## config.mk

```make
export PLATFORM = sky130hd
export DESIGN_NAME = lc3b_pipe
export DESIGN_NICKNAME = d
export VERILOG_FILES = /design/src/hdl/lc3b_types.sv /design/src/hdl/control_rom.sv /design/src/hdl/regfile.sv /design/src/hdl/decode_stage.sv /design/src/hdl/execute_stage.sv /design/src/hdl/writeback_stage.sv /design/src/hdl/lc3b_pipe.sv
export SDC_FILE = /design/constraint.sdc
export NUM_CORES = 1
export LEC_CHECK = 0
export BUFFER_PORTS_ARGS = -buffer_cell sky130_fd_sc_hd__buf_4
export CORE_MARGIN = 2
export CORE_UTILIZATION = 60
export CTS_BUF_LIST = sky130_fd_sc_hd__clkbuf_2 sky130_fd_sc_hd__clkbuf_4 sky130_fd_sc_hd__clkbuf_8
export DETAILED_ROUTE_END_ITERATION = 7
export GPL_TIMING_DRIVEN = 0
export MAX_ROUTING_LAYER = met4
export PLACE_DENSITY_LB_ADDON = 0.12
export SETUP_SLACK_MARGIN = 0.2
export SYNTH_ARGS = -nofsm -noshare
export SYNTH_HDL_FRONTEND = slang
export SYNTH_SLANG_ARGS = --single-unit
```

## constraint.sdc

```tcl
create_clock -name clk -period 6.95 [get_ports clk]
set_clock_uncertainty 0.05 [all_clocks]
set_input_delay 1.7375 -clock clk [delete_from_list [all_inputs] [get_ports clk]]
set_output_delay 1.7375 -clock clk [all_outputs]
set_load 0.02 [all_outputs]
```

## src/hdl/lc3b_types.sv

```systemverilog
package lc3b_types;

    typedef logic [15:0] lc3b_word;
    typedef logic [2:0]  lc3b_reg;
    typedef logic [2:0]  lc3b_nzp;

    typedef enum logic [3:0] {
        op_br   = 4'b0000,
        op_add  = 4'b0001,
        op_ldb  = 4'b0010,
        op_stb  = 4'b0011,
        op_jsr  = 4'b0100,
        op_and  = 4'b0101,
        op_ldr  = 4'b0110,
        op_str  = 4'b0111,
        op_rti  = 4'b1000,
        op_not  = 4'b1001,
        op_ldi  = 4'b1010,
        op_sti  = 4'b1011,
        op_jmp  = 4'b1100,
        op_shf  = 4'b1101,
        op_lea  = 4'b1110,
        op_trap = 4'b1111
    } lc3b_opcode;

    typedef enum logic [1:0] {
        alu_add  = 2'b00,
        alu_and  = 2'b01,
        alu_not  = 2'b10,
        alu_pass = 2'b11
    } lc3b_aluop;

    // Condition code after reset, and the PC step to the next instruction
    localparam lc3b_nzp  CC_RESET = 3'b010;
    localparam lc3b_word PC_STEP  = 16'h0002;

    // Low five bits of ADD/AND hold either imm5 or two pad bits and SR2
    typedef union packed {
        logic [4:0] imm5;
        struct packed {
            logic [1:0] pad;
            lc3b_reg    src2;
        } regs;
    } lc3b_operand;

    typedef union packed {
        struct packed {
            lc3b_opcode  opcode;
            lc3b_reg     dest;
            lc3b_reg     src1;
            logic        imm_flag;
            lc3b_operand operand;
        } rr;
        struct packed {
            lc3b_opcode opcode;
            lc3b_reg    reg_ds;
            lc3b_reg    base;
            logic [5:0] offset6;
        } mem;
        struct packed {
            lc3b_opcode opcode;
            lc3b_nzp    nzp;
            logic [8:0] offset9;
        } br;
    } lc3b_instr;

    typedef struct packed {
        lc3b_opcode opcode;
        logic       load_regfile;
        logic       load_cc;
        logic       alumux_sel;
        logic       regfilemux_sel;
        logic       storemux_sel;
        logic       brmux_sel;
        lc3b_aluop  aluop;
        logic       mem_read;
        logic       mem_write;
    } lc3b_control_word;

    typedef struct packed {
        logic             valid;
        lc3b_control_word ctrl;
        lc3b_word         pc;
        lc3b_reg          dest;
        lc3b_word         sr1_val;
        lc3b_word         sr2_val;
        lc3b_word         imm5;
        lc3b_word         offset6;
        // Already shifted left by one
        lc3b_word         offset9;
        lc3b_nzp          nzp;
    } decode_out_t;

    typedef struct packed {
        logic             valid;
        lc3b_control_word ctrl;
        lc3b_reg          dest;
        lc3b_word         alu_result;
        lc3b_word         mem_addr;
        lc3b_word         store_data;
        logic             branch_taken;
        lc3b_word         branch_target;
    } execute_out_t;

endpackage : lc3b_types

```

## src/hdl/control_rom.sv

```systemverilog
module control_rom (
    input  lc3b_types::lc3b_opcode       opcode,
    input  logic                         imm_enable,
    input  logic                         is_nop,
    output lc3b_types::lc3b_control_word ctrl
);

    import lc3b_types::*;

    always_comb begin
        // By default nothing loads and memory stays idle
        ctrl.opcode = opcode;
        ctrl.load_regfile = 1'b0;
        ctrl.load_cc = 1'b0;
        ctrl.alumux_sel = 1'b0;
        ctrl.regfilemux_sel = 1'b0;
        ctrl.storemux_sel = 1'b0;
        ctrl.brmux_sel = 1'b0;
        ctrl.aluop = alu_add;
        ctrl.mem_read = 1'b0;
        ctrl.mem_write = 1'b0;

        case (opcode)
            op_add: begin
                ctrl.aluop = alu_add;
                ctrl.load_regfile = 1'b1;
                ctrl.load_cc = 1'b1;
                if (imm_enable) begin
                    // DR <= SR1 + SEXT(imm5)
                    ctrl.alumux_sel = 1'b1;
                end
            end

            op_and: begin
                ctrl.aluop = alu_and;
                ctrl.load_regfile = 1'b1;
                ctrl.load_cc = 1'b1;
                if (imm_enable) begin
                    ctrl.alumux_sel = 1'b1;
                end
            end

            op_not: begin
                ctrl.aluop = alu_not;
                ctrl.load_regfile = 1'b1;
                ctrl.load_cc = 1'b1;
            end

            op_ldr: begin
                // Address comes from the separate adder so the ALU just passes the base
                ctrl.aluop = alu_pass;
                ctrl.mem_read = 1'b1;

                // DR <= M[base + offset]
                ctrl.regfilemux_sel = 1'b1;
                ctrl.load_regfile = 1'b1;
                ctrl.load_cc = 1'b1;
            end

            op_str: begin
                ctrl.aluop = alu_pass;

                // Second read port fetches SR instead of SR2
                ctrl.storemux_sel = 1'b1;
                ctrl.mem_write = 1'b1;
            end

            op_br: begin
                // BR with nzp = 000 never branches
                if (!is_nop) begin
                    ctrl.brmux_sel = 1'b1;
                end
            end

            default: begin
                // Anything outside the supported set does nothing
                ctrl = '0;
            end
        endcase
    end

endmodule : control_rom

```

## src/hdl/regfile.sv

```systemverilog
module regfile (
    input  logic                 clk,
    input  logic                 rst,
    input  logic                 we,
    input  lc3b_types::lc3b_reg  wdest,
    input  lc3b_types::lc3b_word wdata,
    input  lc3b_types::lc3b_reg  src_a,
    input  lc3b_types::lc3b_reg  src_b,
    output lc3b_types::lc3b_word reg_a,
    output lc3b_types::lc3b_word reg_b
);

    import lc3b_types::*;

    lc3b_word regs [8];

    always_ff @(posedge clk) begin
        if (rst) begin
            for (int i = 0; i < 8; i++) begin
                regs[i] <= '0;
            end
        end else if (we) begin
            regs[wdest] <= wdata;
        end
    end

    // Reads see the old value during the write cycle
    assign reg_a = regs[src_a];
    assign reg_b = regs[src_b];

endmodule : regfile

```

## src/hdl/decode_stage.sv

```systemverilog
module decode_stage (
    input  logic                        clk,
    input  logic                        rst,
    input  logic                        instr_valid,
    input  lc3b_types::lc3b_instr       instr,
    input  lc3b_types::lc3b_word        instr_pc,
    output lc3b_types::lc3b_reg         src_a,
    output lc3b_types::lc3b_reg         src_b,
    input  lc3b_types::lc3b_word        reg_a,
    input  lc3b_types::lc3b_word        reg_b,
    output lc3b_types::decode_out_t     dec
);

    import lc3b_types::*;

    lc3b_control_word ctrl_word;
    logic             is_nop;

    assign is_nop = (instr.br.nzp == 3'b000);

    control_rom rom (
        .opcode     (instr.rr.opcode),
        .imm_enable (instr.rr.imm_flag),
        .is_nop     (is_nop),
        .ctrl       (ctrl_word)
    );

    // SR1 and BaseR share bits 8:6
    assign src_a = instr.rr.src1;

    // STR reads its source register through the second port
    assign src_b = ctrl_word.storemux_sel ? instr.mem.reg_ds : instr.rr.operand.regs.src2;

    always_ff @(posedge clk) begin
        if (rst) begin
            dec <= '0;
        end else begin
            dec.valid <= instr_valid;
            dec.ctrl <= ctrl_word;
            dec.pc <= instr_pc;
            dec.dest <= instr.rr.dest;
            dec.sr1_val <= reg_a;
            dec.sr2_val <= reg_b;
            dec.imm5 <= {{11{instr.rr.operand.imm5[4]}}, instr.rr.operand.imm5};
            dec.offset6 <= {{10{instr.mem.offset6[5]}}, instr.mem.offset6};
            dec.offset9 <= {{6{instr.br.offset9[8]}}, instr.br.offset9, 1'b0};
            dec.nzp <= instr.br.nzp;
        end
    end

endmodule : decode_stage

```

## src/hdl/execute_stage.sv

```systemverilog
module execute_stage (
    input  logic                     clk,
    input  logic                     rst,
    input  lc3b_types::decode_out_t  dec,
    input  lc3b_types::lc3b_nzp      cc,
    output lc3b_types::execute_out_t ex
);

    import lc3b_types::*;

    lc3b_word alu_b;
    lc3b_word alu_out;
    lc3b_word addr;
    lc3b_word target;
    logic     take;

    always_comb begin
        alu_b = dec.ctrl.alumux_sel ? dec.imm5 : dec.sr2_val;

        unique case (dec.ctrl.aluop)
            alu_add:  alu_out = dec.sr1_val + alu_b;
            alu_and:  alu_out = dec.sr1_val & alu_b;
            alu_not:  alu_out = ~dec.sr1_val;
            alu_pass: alu_out = dec.sr1_val;
        endcase
    end

    // offset6 counts in words
    assign addr = dec.sr1_val + {dec.offset6[14:0], 1'b0};

    assign target = dec.pc + PC_STEP + dec.offset9;

    // cc was written by an instruction at least three slots older
    assign take = dec.valid && dec.ctrl.brmux_sel && ((dec.nzp & cc) != 3'b000);

    always_ff @(posedge clk) begin
        if (rst) begin
            ex <= '0;
        end else begin
            ex.valid <= dec.valid;
            // A bubble carries an empty control word so nothing downstream fires
            ex.ctrl <= dec.valid ? dec.ctrl : '0;
            ex.dest <= dec.dest;
            ex.alu_result <= alu_out;
            ex.mem_addr <= addr;
            ex.store_data <= dec.sr2_val;
            ex.branch_taken <= take;
            ex.branch_target <= target;
        end
    end

endmodule : execute_stage

```

## src/hdl/writeback_stage.sv

```systemverilog
module writeback_stage (
    input  logic                     clk,
    input  logic                     rst,
    input  lc3b_types::execute_out_t ex,
    input  lc3b_types::lc3b_word     mem_rdata,
    output logic                     we,
    output lc3b_types::lc3b_reg      wdest,
    output lc3b_types::lc3b_word     wdata,
    output lc3b_types::lc3b_nzp      cc
);

    import lc3b_types::*;

    lc3b_nzp next_cc;

    // LDR takes the memory word, everything else the ALU
    assign wdata = ex.ctrl.regfilemux_sel ? mem_rdata : ex.alu_result;
    assign wdest = ex.dest;
    assign we = ex.valid && ex.ctrl.load_regfile;

    always_comb begin
        if (wdata[15]) begin
            next_cc = 3'b100;
        end else if (wdata == '0) begin
            next_cc = 3'b010;
        end else begin
            next_cc = 3'b001;
        end
    end

    always_ff @(posedge clk) begin
        if (rst) begin
            cc <= CC_RESET;
        end else if (ex.valid && ex.ctrl.load_cc) begin
            cc <= next_cc;
        end
    end

endmodule : writeback_stage

```

## src/hdl/lc3b_pipe.sv

```systemverilog
module lc3b_pipe (
    input  logic                  clk,
    input  logic                  rst,
    input  logic                  instr_valid,
    input  lc3b_types::lc3b_instr instr,
    input  lc3b_types::lc3b_word  instr_pc,
    input  lc3b_types::lc3b_word  mem_rdata,
    output logic                  mem_read,
    output logic                  mem_write,
    output lc3b_types::lc3b_word  mem_addr,
    output lc3b_types::lc3b_word  mem_wdata,
    output logic                  branch_taken,
    output lc3b_types::lc3b_word  branch_target,
    output logic                  wb_valid,
    output lc3b_types::lc3b_reg   wb_dest,
    output lc3b_types::lc3b_word  wb_data
);

    import lc3b_types::*;

    decode_out_t  dec;
    execute_out_t ex;
    lc3b_reg      src_a;
    lc3b_reg      src_b;
    lc3b_word     reg_a;
    lc3b_word     reg_b;
    lc3b_nzp      cc;

    decode_stage u_decode (
        .clk, .rst, .instr_valid, .instr, .instr_pc,
        .src_a, .src_b, .reg_a, .reg_b, .dec
    );

    regfile u_regfile (
        .clk, .rst,
        .we (wb_valid), .wdest (wb_dest), .wdata (wb_data),
        .src_a, .src_b, .reg_a, .reg_b
    );

    execute_stage u_execute (.clk, .rst, .dec, .cc, .ex);

    writeback_stage u_writeback (
        .clk, .rst, .ex, .mem_rdata,
        .we (wb_valid), .wdest (wb_dest), .wdata (wb_data), .cc
    );

    // Control bits in ex are already cleared for bubbles
    assign mem_read = ex.ctrl.mem_read;
    assign mem_write = ex.ctrl.mem_write;
    assign mem_addr = ex.mem_addr;
    assign mem_wdata = ex.store_data;
    assign branch_taken = ex.branch_taken;
    assign branch_target = ex.branch_target;

endmodule : lc3b_pipe

```

Word level (Yosys, flattened, before mapping)

Memories as Yosys holds them, arrays and structs flattened. A register that Yosys moved wholly into a read port is not among the register bits.
Cells that the tools add are included.

$add $sub $neg: 4
Equality and inequality tests: 8
Mux-type cells: 20
Bitwise gates (word level): 6
Reductions and logical operators: 16

Operators by type and width:

| kind                                                             | number |
|---|---|
| 16-bit one-hot mux with 4 select lines                           | 1 |
| 16-bit adder                                                     | 3 |
| 16-bit two-way mux                                               | 3 |
| 16-bit by 2-bit adder with 16-bit output (second input constant) | 1 |
| 16-bit AND                                                       | 1 |
| 16-bit zero test                                                 | 1 |
| 16-bit NOT                                                       | 1 |
| 16-bit OR reduction                                              | 1 |
| 4-bit by 3-bit == test with 1-bit output (second input constant) | 3 |
| 1-bit two-way mux                                                | 10 |
| 2-bit OR reduction                                               | 5 |
| 3-bit two-way mux                                                | 3 |
| 2-bit one-hot mux with 3 select lines                            | 1 |
| 2-bit == test (second input constant)                            | 2 |
| 4-bit by 1-bit == test with 1-bit output (second input constant) | 1 |
| 4-bit == test (second input constant)                            | 1 |
| 1-bit logical AND                                                | 4 |
| 4-bit zero test                                                  | 1 |
| 2-bit two-way mux                                                | 2 |
| 4-bit OR reduction                                               | 1 |
| 3-bit AND                                                        | 1 |
| 3-bit zero test                                                  | 1 |
| 1-bit NOT                                                        | 3 |
| 3-bit nonzero test                                               | 1 |
| other kinds (2)                                                  | 2 |

Register bits after elaboration: 125
Bits in writable memories: 128
Input bits: 51
Output and inout port bits: 71
Logic and storage cells: 81
Memories: 1

Memory list:

| memory         | depth | bits a word | read ports | clocked after memory_dff | wr ports | RTL line      | RTL |
|---|---|---|---|---|---|---|---|
| u_regfile.regs | 8     | 16          | 2          | 2                        | 8        | regfile.sv:15 | `lc3b_word regs [8];` |

Logic depth before layout (Yosys ltp)

Gate-level depths: netlist (run 1).

Depth in word-level cells: 6
Mapped depth: 11
Mapped depth without buffers: 11

Hierarchy

From an unflattened synthesis (run 1), not the netlist that was laid out.

Cell total of the unflattened synthesis: 1,269
Area, all modules: 15,118.2 um^2

By module, submodules not included:

| module          | instances | cells an instance | area an instance (um^2) | seq. area each (um^2) |
|---|---|---|---|---|
| regfile         | 1         | 430               | 6,916.6                 | 3,843.7 |
| execute_stage   | 1         | 560               | 5,175.0                 | 1,661.6 |
| decode_stage    | 1         | 208               | 2,428.6                 | 1,501.4 |
| writeback_stage | 1         | 50                | 435.4                   | 60.1 |
| control_rom     | 1         | 21                | 162.7                   | 0.0 |

Least setup slack after synthesis (run 1)

OpenSTA, ideal clock, no wires.

Kind: input to output
Start: in mem_rdata[15]
End: out wb_data[15]
Arrival time: 2.484 ns
Required time: 5.162 ns
Setup slack: 2.679 ns
Stages on the path: 3
Path buffers: 1
Cells stage by stage: mux2i_1 inv_1 buf_4

Word-level cells in the longest chain between the ends: 1

Ends and longest elaborated chain:

| element            | RTL line              | RTL |
|---|---|---|
| from (decl)        | lc3b_pipe.sv:7        | `input lc3b_types::lc3b_word mem_rdata,` |
| 16-bit two-way mux | writeback_stage.sv:17 | `assign wdata = ex.ctrl.regfilemux_sel ? mem_rdata : ex.alu_result;` |
| to (decl)          | lc3b_pipe.sv:16       | `output lc3b_types::lc3b_word wb_data` |

Every way passes these cells.

Worst setup path in the final report (run 1)

Same ends and word-level chain as after synthesis.

==> results of run 1 <==
==> sequential cells by signal, indices dropped and copies added (netlist names) <==
signal / flops
u_decode.dec: 68
u_execute.ex: 72
u_regfile.regs: 128
u_writeback.cc: 3
==> worst paths after layout <==
kind | start | to | slack, ps | cells past startpoint
min | u_decode.dec[106]$_SDFF_PP0_ | u_execute.ex[16]$_SDFF_PP0_ | 360 | 2
max | mem_rdata[15] | wb_data[15] | 1930 | 5
min reg2reg | u_decode.dec[106]$_SDFF_PP0_ | u_execute.ex[16]$_SDFF_PP0_ | 360 | 2
max reg2reg | u_decode.dec[109]$_SDFF_PP0_ | u_execute.ex[64]$_SDFF_PP0_ | 3620 | 10
==> power by group <==
part / internal (W) / switching, W / leakage (nW) / total [W]
logic: 0.000272 / 0.000371 / 3.56 / 0.000644
clock network: 0.000793 / 0.000626 / 0.481 / 0.00142
registers: 0.00176 / 0.0000519 / 2.50 / 0.00181
total: 0.00282 / 0.00105 / 6.54 / 0.00387
==> kinds of logic (layout without fill, tap and decap cells) <==
family	Yosys count	in the layout	share of synthesized area
and+or+nand+nor	413	413	0.1383
DFF	271	271	0.4975
AOI/OAI and AO/OA	198	198	0.1056
buffers and inverters	154	353	0.06042
muxes	103	103	0.1083
adders and majority gates	60	60	0.05736
xor gates and xnor gates	50	50	0.03249
other	0	1	0
==> placed cells by master (no fill, tap or decap), types with 6 or more instances in the layout <==
cell type  netlist  layout
a211oi_2         9       9
clkbuf_8         0      50
inv_1           41      41
nand3_1         14      14
o221ai_1        17      17
mux2_2           6       6
clkbuf_4         0      18
edfxtp_1       128     128
a211oi_1        21      21
clkinv_1         0       9
nor2_1         212     212
nor2b_1         55      55
dfxtp_1        143     143
o22ai_1          6       6
o21ai_0         33      33
buf_2           12      12
xor2_1          21      21
clkbuf_1        43      43
mux4_2          32      32
nor3_1          14      14
ha_1            57      57
a32o_1          15      15
xnor2_1         29      29
a22oi_1         11      11
a21oi_1         41      41
nand4_1          6       6
mux2i_1         62      62
a21o_1          12      12
and2_1           6       6
nand2_1         79      79
buf_4           55     173
==> worst max-delay path: cells and delay by family <==
family / cells / cell delay [ps]
buf+inv: 4 / 760
mux: 1 / 730
==> final cells by class <==
type | instances | area, um^2 | area share
Timing Repair Buffer | 118 | 885.9 | 0.05668
Multi-Input combinational cell | 824 | 5959 | 0.3813
Tap cell | 280 | 350.3 | 0.02241
Buffer | 113 | 660.6 | 0.04227
Antenna cell | 1 | 2.502 | 0.0001601
Clock buffer | 68 | 823.3 | 0.05267
Inverter | 41 | 153.9 | 0.009846
Sequential cell | 271 | 6706 | 0.4291
Clock inverter | 13 | 87.58 | 0.005604
==> metal layers <==
metal,global-route usage,up-vias
li1,-,4761
met1,0.3792,4840
met2,0.5206,451
met3,0.04651,84
met4,0.1077,0
met5,-,-
==> metrics by stage <==
step           total power, W  utilization
3_5_place_dp         0.002477       0.6702
4_1_cts              0.003879       0.7117
6_report             0.003874       0.7118
5_1_grt              0.003999       0.7118
2_1_floorplan        0.002254            -
3_3_place_gp         0.002469       0.6702
==> qor.yml, run 1 <==
power:
  p_per_area_mw_per_mm2: 247.9
  leakage_nw: 6.541
  ir_drop_mv: 0.1849
timing:
  period_needed_ps: 5022
  max-slew-margin-rel: 0.2328
  final-hold-violation-count: 0
  final_max_slew_viol_count: 0
  setup_viol: 0
  setup_ws_ps: 1928
  worst_pin_slew_ps: 1119
  fin_hold_ws_ps: 362.1
  max_freq_ghz: 0.1991
  final.setup.tns_ps: 0
  rsz0062_at_grt: "no"
  timing.final.crit_share: 0.7225
floorplanning:
  coreArea_mm2: 0.02196
  start_util: 0.6139
  die-area_mm2: 0.02368
  die_y_um: 153.9
  io_pins: 122
  rows: 54
  die_w_um: 153.9
hold_path:
  hp-class: "reg2reg"
global_routing:
  grt_antenna_before_repair: 1
  grt_max_degree: 17
  gr-total-overflow: 0
  grt_pass1_vias: 10070
  grt_pass1_wl_um: 54500
  grt_use_total: 0.3075
clocking:
  cts.sinks: 271
  clockRootBuffer: "clkbuf_8"
  htreeDepth: 2
  clk_pin_slew_ps: 60
  cts_tree: "built"
  postCtsSetupBuffers: 0
  hold_buffers: 0
  numCtsBuffers: 46
  clock_latency_ps: 560
  cts_resized: 0
  clk_path_buf_depth: 3
synth:
  syn_inst: 1249
  synth_area_leaders: "edfxtp_1 29%, dfxtp_1 21%, nor2_1 5.9%, mux4_2 5.3%, ha_1 5.3%"
  syn-mean-instance-area_um2: 10.79
  ys_seq_area_frac: 0.4975
  synth_edf_count: 128
  yosys.area.top_type_share: 0.2851
  yosys_most_used_dff: "dfxtp_1"
  yosysMostFrequentCell: "nor2_1"
  yosys-top-cells-count: "212 x nor2_1, 143 x dfxtp_1, 128 x edfxtp_1"
  ys_seq_elements: 271
  syn_nets: 1360
  yosysWarnings: 0
  async_flop_share: 0
  yosysTopAreaCell: "edfxtp_1"
  netlist_area_mm2: 0.01348
  synth.distinct_cells: 66
routing:
  drt-wirelength-per-cell_um: 20.32
  firstDrtPassIters: 5
  top_layer: "met4"
  wl_um: 35140
  via_per_inst: 5.862
  vias: 10140
  drc_errors: 0
  ant_nets: 0
  drt_iter0_drc: 948
  wl_met2_um: 17280
  wl_met1_um: 14510
  dr_wl_met3_um: 2220
placement:
  dp_hpwl_um: 27080
  placed_cells: 1647
  place_ws_ps: 1933
  placed_cell_area_mm2: 0.01472
  gp_congestion: 0.9210
  port_buffers: 118
finish:
  stdcell_count: 1729
  area_growth_pct: 15.95
  fill_cells: 1672
  fin_nets: 1526
  drive_above_1_share: 0.2169
  stdcell_area_mm2: 0.01563
worst_setup_path:
  crit_path_start_kind: "primary input"
  critical_path.most_common_cell: "buf_4"
  cp_max_fo: 10
  crit_chain: "buf_4 > mux2i_1 > inv_1 > buf_4 > buf_4"
  max_stage_delay_ps: 730
  critPathRequiredTime_ps: 5160
  critical_path_class: "in2out"
  critical_path_arrival_ps: 3230
  end_kind: "output pin"
  cpMaxStageDelayCell: "mux2i_1"
flow_run:
  drv_cap: 0
outcome:
  status: "finished clean"
Note: power is estimated with default switching activity, not from simulation.
==> inputs of run 2 (changes only) <==
--- a/config.mk
+++ b/config.mk
@@ -7,7 +7,7 @@
 export LEC_CHECK = 0
 export BUFFER_PORTS_ARGS = -buffer_cell sky130_fd_sc_hd__buf_4
 export CORE_MARGIN = 2
-export CORE_UTILIZATION = 60
+export CORE_UTILIZATION = 56
 export CTS_BUF_LIST = sky130_fd_sc_hd__clkbuf_2 sky130_fd_sc_hd__clkbuf_4 sky130_fd_sc_hd__clkbuf_8
 export DETAILED_ROUTE_END_ITERATION = 7
 export GPL_TIMING_DRIVEN = 0
==> constraint.sdc (replaced) <==
create_clock -name clk -period 4.11 [get_ports clk]
set_clock_uncertainty 0.05 [all_clocks]
set_input_delay 1.0275 -clock clk [delete_from_list [all_inputs] [get_ports clk]]
set_output_delay 1.0275 -clock clk [all_outputs]
set_load 0.02 [all_outputs]
==> run 2 against run 1 <==
Against the previous run:
- cell count is 1.7% higher
- sequential share of layout area is essentially flat
- via count fell by 2.4%
- count of clock-buffer cells in the layout is 8 lower
- wire length shrank 0.45%
- cell area is essentially flat
- setup slack worse by 1600 ps
- combinational power grew 69%
==> qor.yml, run 2 (same netlist as run 1, synthesis figures left out) <==
worst_setup_path:
  critical_path_class: "reg2out"
  crit_chain: "buf_2 > buf_2 > mux2i_1 > inv_1 > buf_4"
  r2r-end: "u_execute.ex[63]$_SDFF_PP0_"
  cpMaxStageDelayCell: "mux2i_1"
  rr_startpoint: "u_decode.dec[109]$_SDFF_PP0_"
  r2r_slack_ps: 820  # -2800 ps
  cp_max_fo: 10  # unchanged
  critical_path.most_common_cell: "buf_2"
  max_stage_delay_ps: 780  # +50 ps
  crit_path_start_kind: "register"
  end_kind: "output pin"
  critical_path_arrival_ps: 2750  # -480 ps
  reg2reg_depth: 10  # unchanged
  critPathRequiredTime_ps: 3030  # -2130 ps
routing:
  via_per_inst: 5.625  # -4.1%
  firstDrtPassIters: 5  # unchanged
  top_layer: "met4"
  drt-wirelength-per-cell_um: 19.90  # -2.1%
  wl_met1_um: 14940  # +3.0%
  wl_met2_um: 16780  # -2.9%
  ant_nets: 0  # unchanged
  drt_iter0_drc: 780  # -18%
  dr_wl_met3_um: 2257  # +1.7%
  wl_um: 34980  # -0.45%
  vias: 9888  # -2.4%
  drc_errors: 0  # unchanged
clocking:
  cts_tree: "built"
  clock_latency_ps: 570  # about the same
  cts.sinks: 271  # unchanged
  postCtsSetupBuffers: 0  # unchanged
  numCtsBuffers: 43  # -6.5%
  clk_pin_slew_ps: 60  # about the same
  clk_path_buf_depth: 3  # unchanged
  clockRootBuffer: "clkbuf_8"
  htreeDepth: 2  # unchanged
timing:
  timing.final.crit_share: 0.9318
  rsz0062_at_grt: "yes"
  final.setup.tns_ps: 0  # unchanged
  period_needed_ps: 3830
  final_max_slew_viol_count: 0  # unchanged
  max_freq_ghz: 0.2611
  setup_viol: 0  # unchanged
  worst_pin_slew_ps: 1126  # +7.010 ps
  max-slew-margin-rel: 0.2280  # -0.004807
  final-hold-violation-count: 0  # unchanged
placement:
  placed_cells: 1686  # +2.4%
  dp_hpwl_um: 27190  # +0.40%
  gp_congestion: 0.8822  # -4.2%
  port_buffers: 118  # unchanged
finish:
  regMostFlops: "u_regfile.regs"
  largest_reg_flops: 128  # unchanged
  final_common_cell: "nor2_1"
  regArea_mm2: 0.006706  # unchanged
  drive_above_1_share: 0.2175  # +0.0006613
  fill_cells: 1962  # +17%
  insertedDiodeCount: 0  # -1
  area_growth_pct: 15.89  # about the same
  multi_input_area_mm2: 0.005974  # +0.25%
  layout_common_cells: "212 x nor2_1, 173 x buf_4, 143 x dfxtp_1, 128 x edfxtp_1, 79 x nand2_1"
  top_regs: "u_regfile.regs: 128 flops, u_execute.ex: 72 flops, u_decode.dec: 68 flops"
  stdcell_count: 1758  # +1.7%
  fin_nets: 1523  # -0.20%
global_routing:
  grt_use_total: 0.2828  # -0.02473
  gr-total-overflow: 0  # unchanged
  grt_pass1_wl_um: 54230  # -0.51%
  grt_max_degree: 17  # unchanged
  grt_pass1_vias: 9781  # -2.9%
  grt_antenna_before_repair: 0  # -1
power:
  ir_drop_mv: 0.3032  # +64%
  leakage_nw: 6.511  # -0.46%
  p_per_area_mw_per_mm2: 412.5  # +66%
floorplanning:
  io_pins: 122  # unchanged
  die_y_um: 159.2  # +3.4%
  start_util: 0.5726  # -0.04131
  die-area_mm2: 0.02533  # +7.0%
  rows: 56  # +3.7%
  die_w_um: 159.2  # +3.4%
  coreArea_mm2: 0.02354  # +7.2%
outcome:
  status: "finished clean"
hold_path:
  holdPathEnd: "u_execute.ex[16]$_SDFF_PP0_"
  min_from: "u_decode.dec[106]$_SDFF_PP0_"
  hold_depth: 2  # unchanged
  hp-class: "reg2reg"
flow_run:
  drv_cap: 0  # unchanged
[run 2: cell types whose count changed in the layout (fill, tap and decap cells not counted), sizes merged]
cell	change
diode	-1
clkinv	-2
clkbuf	-8
bufinv	+1
[run 2: worst max path at each step]
stage                                      startpoint          end  slack (ps)  cells past startpoint
final                     u_execute.ex[74]$_SDFF_PP0_  wb_data[10]         280                      5
after global routing      u_execute.ex[74]$_SDFF_PP0_   wb_data[7]         130                      5
after CTS                 u_execute.ex[74]$_SDFF_PP0_  wb_data[12]         250                      5
after detailed placement                mem_rdata[15]  wb_data[15]         480                      5
after global placement                  mem_rdata[15]  wb_data[15]         500                      5
after floorplan                         mem_rdata[15]  wb_data[15]        1260                      3
[run 2: through the flow]
| step | power, W | cell area (um^2) | setup WS (ps) | util | hold WS [ps] |
|---|---|---|---|---|---|
| after detailed placement | 0.004189 | 14770 | 476.0 | 0.6272 | 364.1 |
| after global placement | 0.004178 | 14770 | 500.9 | 0.6272 | 359.2 |
| after global routing | 0.006687 | 15620 | 126.7 | 0.6636 | 391.3 |
| after floorplan | 0.003812 | 13480 | 1259 | - | 345.2 |
| after CTS | 0.006463 | 15610 | 250.2 | 0.6629 | 377.3 |
| final | 0.006445 | 15620 | 280.5 | 0.6636 | 362.9 |
[run 2: critical path: cells and delay by family, from the launching register on]
family / cells / cell delay, ps
buffers and inverters: 4 / 980
multiplexers: 1 / 780
flip-flops: 1 / 410
[run 2: power by group]
group | internal [W] | switching, W | total (W)
clock network | 0.00127 | 0.00102 | 0.00229
logic | 0.000463 | 0.000627 | 0.00109
registers | 0.00297 | 0.0000867 | 0.00306
[run 2: layout make-up]
| class | count | area share |
|---|---|---|
| Buffer | 113 | 0.04229 |
| Clock buffer | 60 | 0.04685 |
| Clock inverter | 12 | 0.007048 |
| Inverter | 41 | 0.009851 |
| Multi-Input combinational cell | 824 | 0.3824 |
| Sequential cell | 271 | 0.4293 |
| Tap cell | 319 | 0.02555 |
| Timing Repair Buffer | 118 | 0.05670 |
[run 2: what timing repair did]
action | 4_1_cts | 5_1_grt
setup endpoints to repair | 0 | 10
hold buffers | 0 | 0
gates resized for setup | 0 | 4
[run 2: layer usage]
layer	up-vias	track usage
met5	-	-
met4	0	0.08554
met3	70	0.04168
met2	362	0.4668
met1	4700	0.3639
li1	4756	-
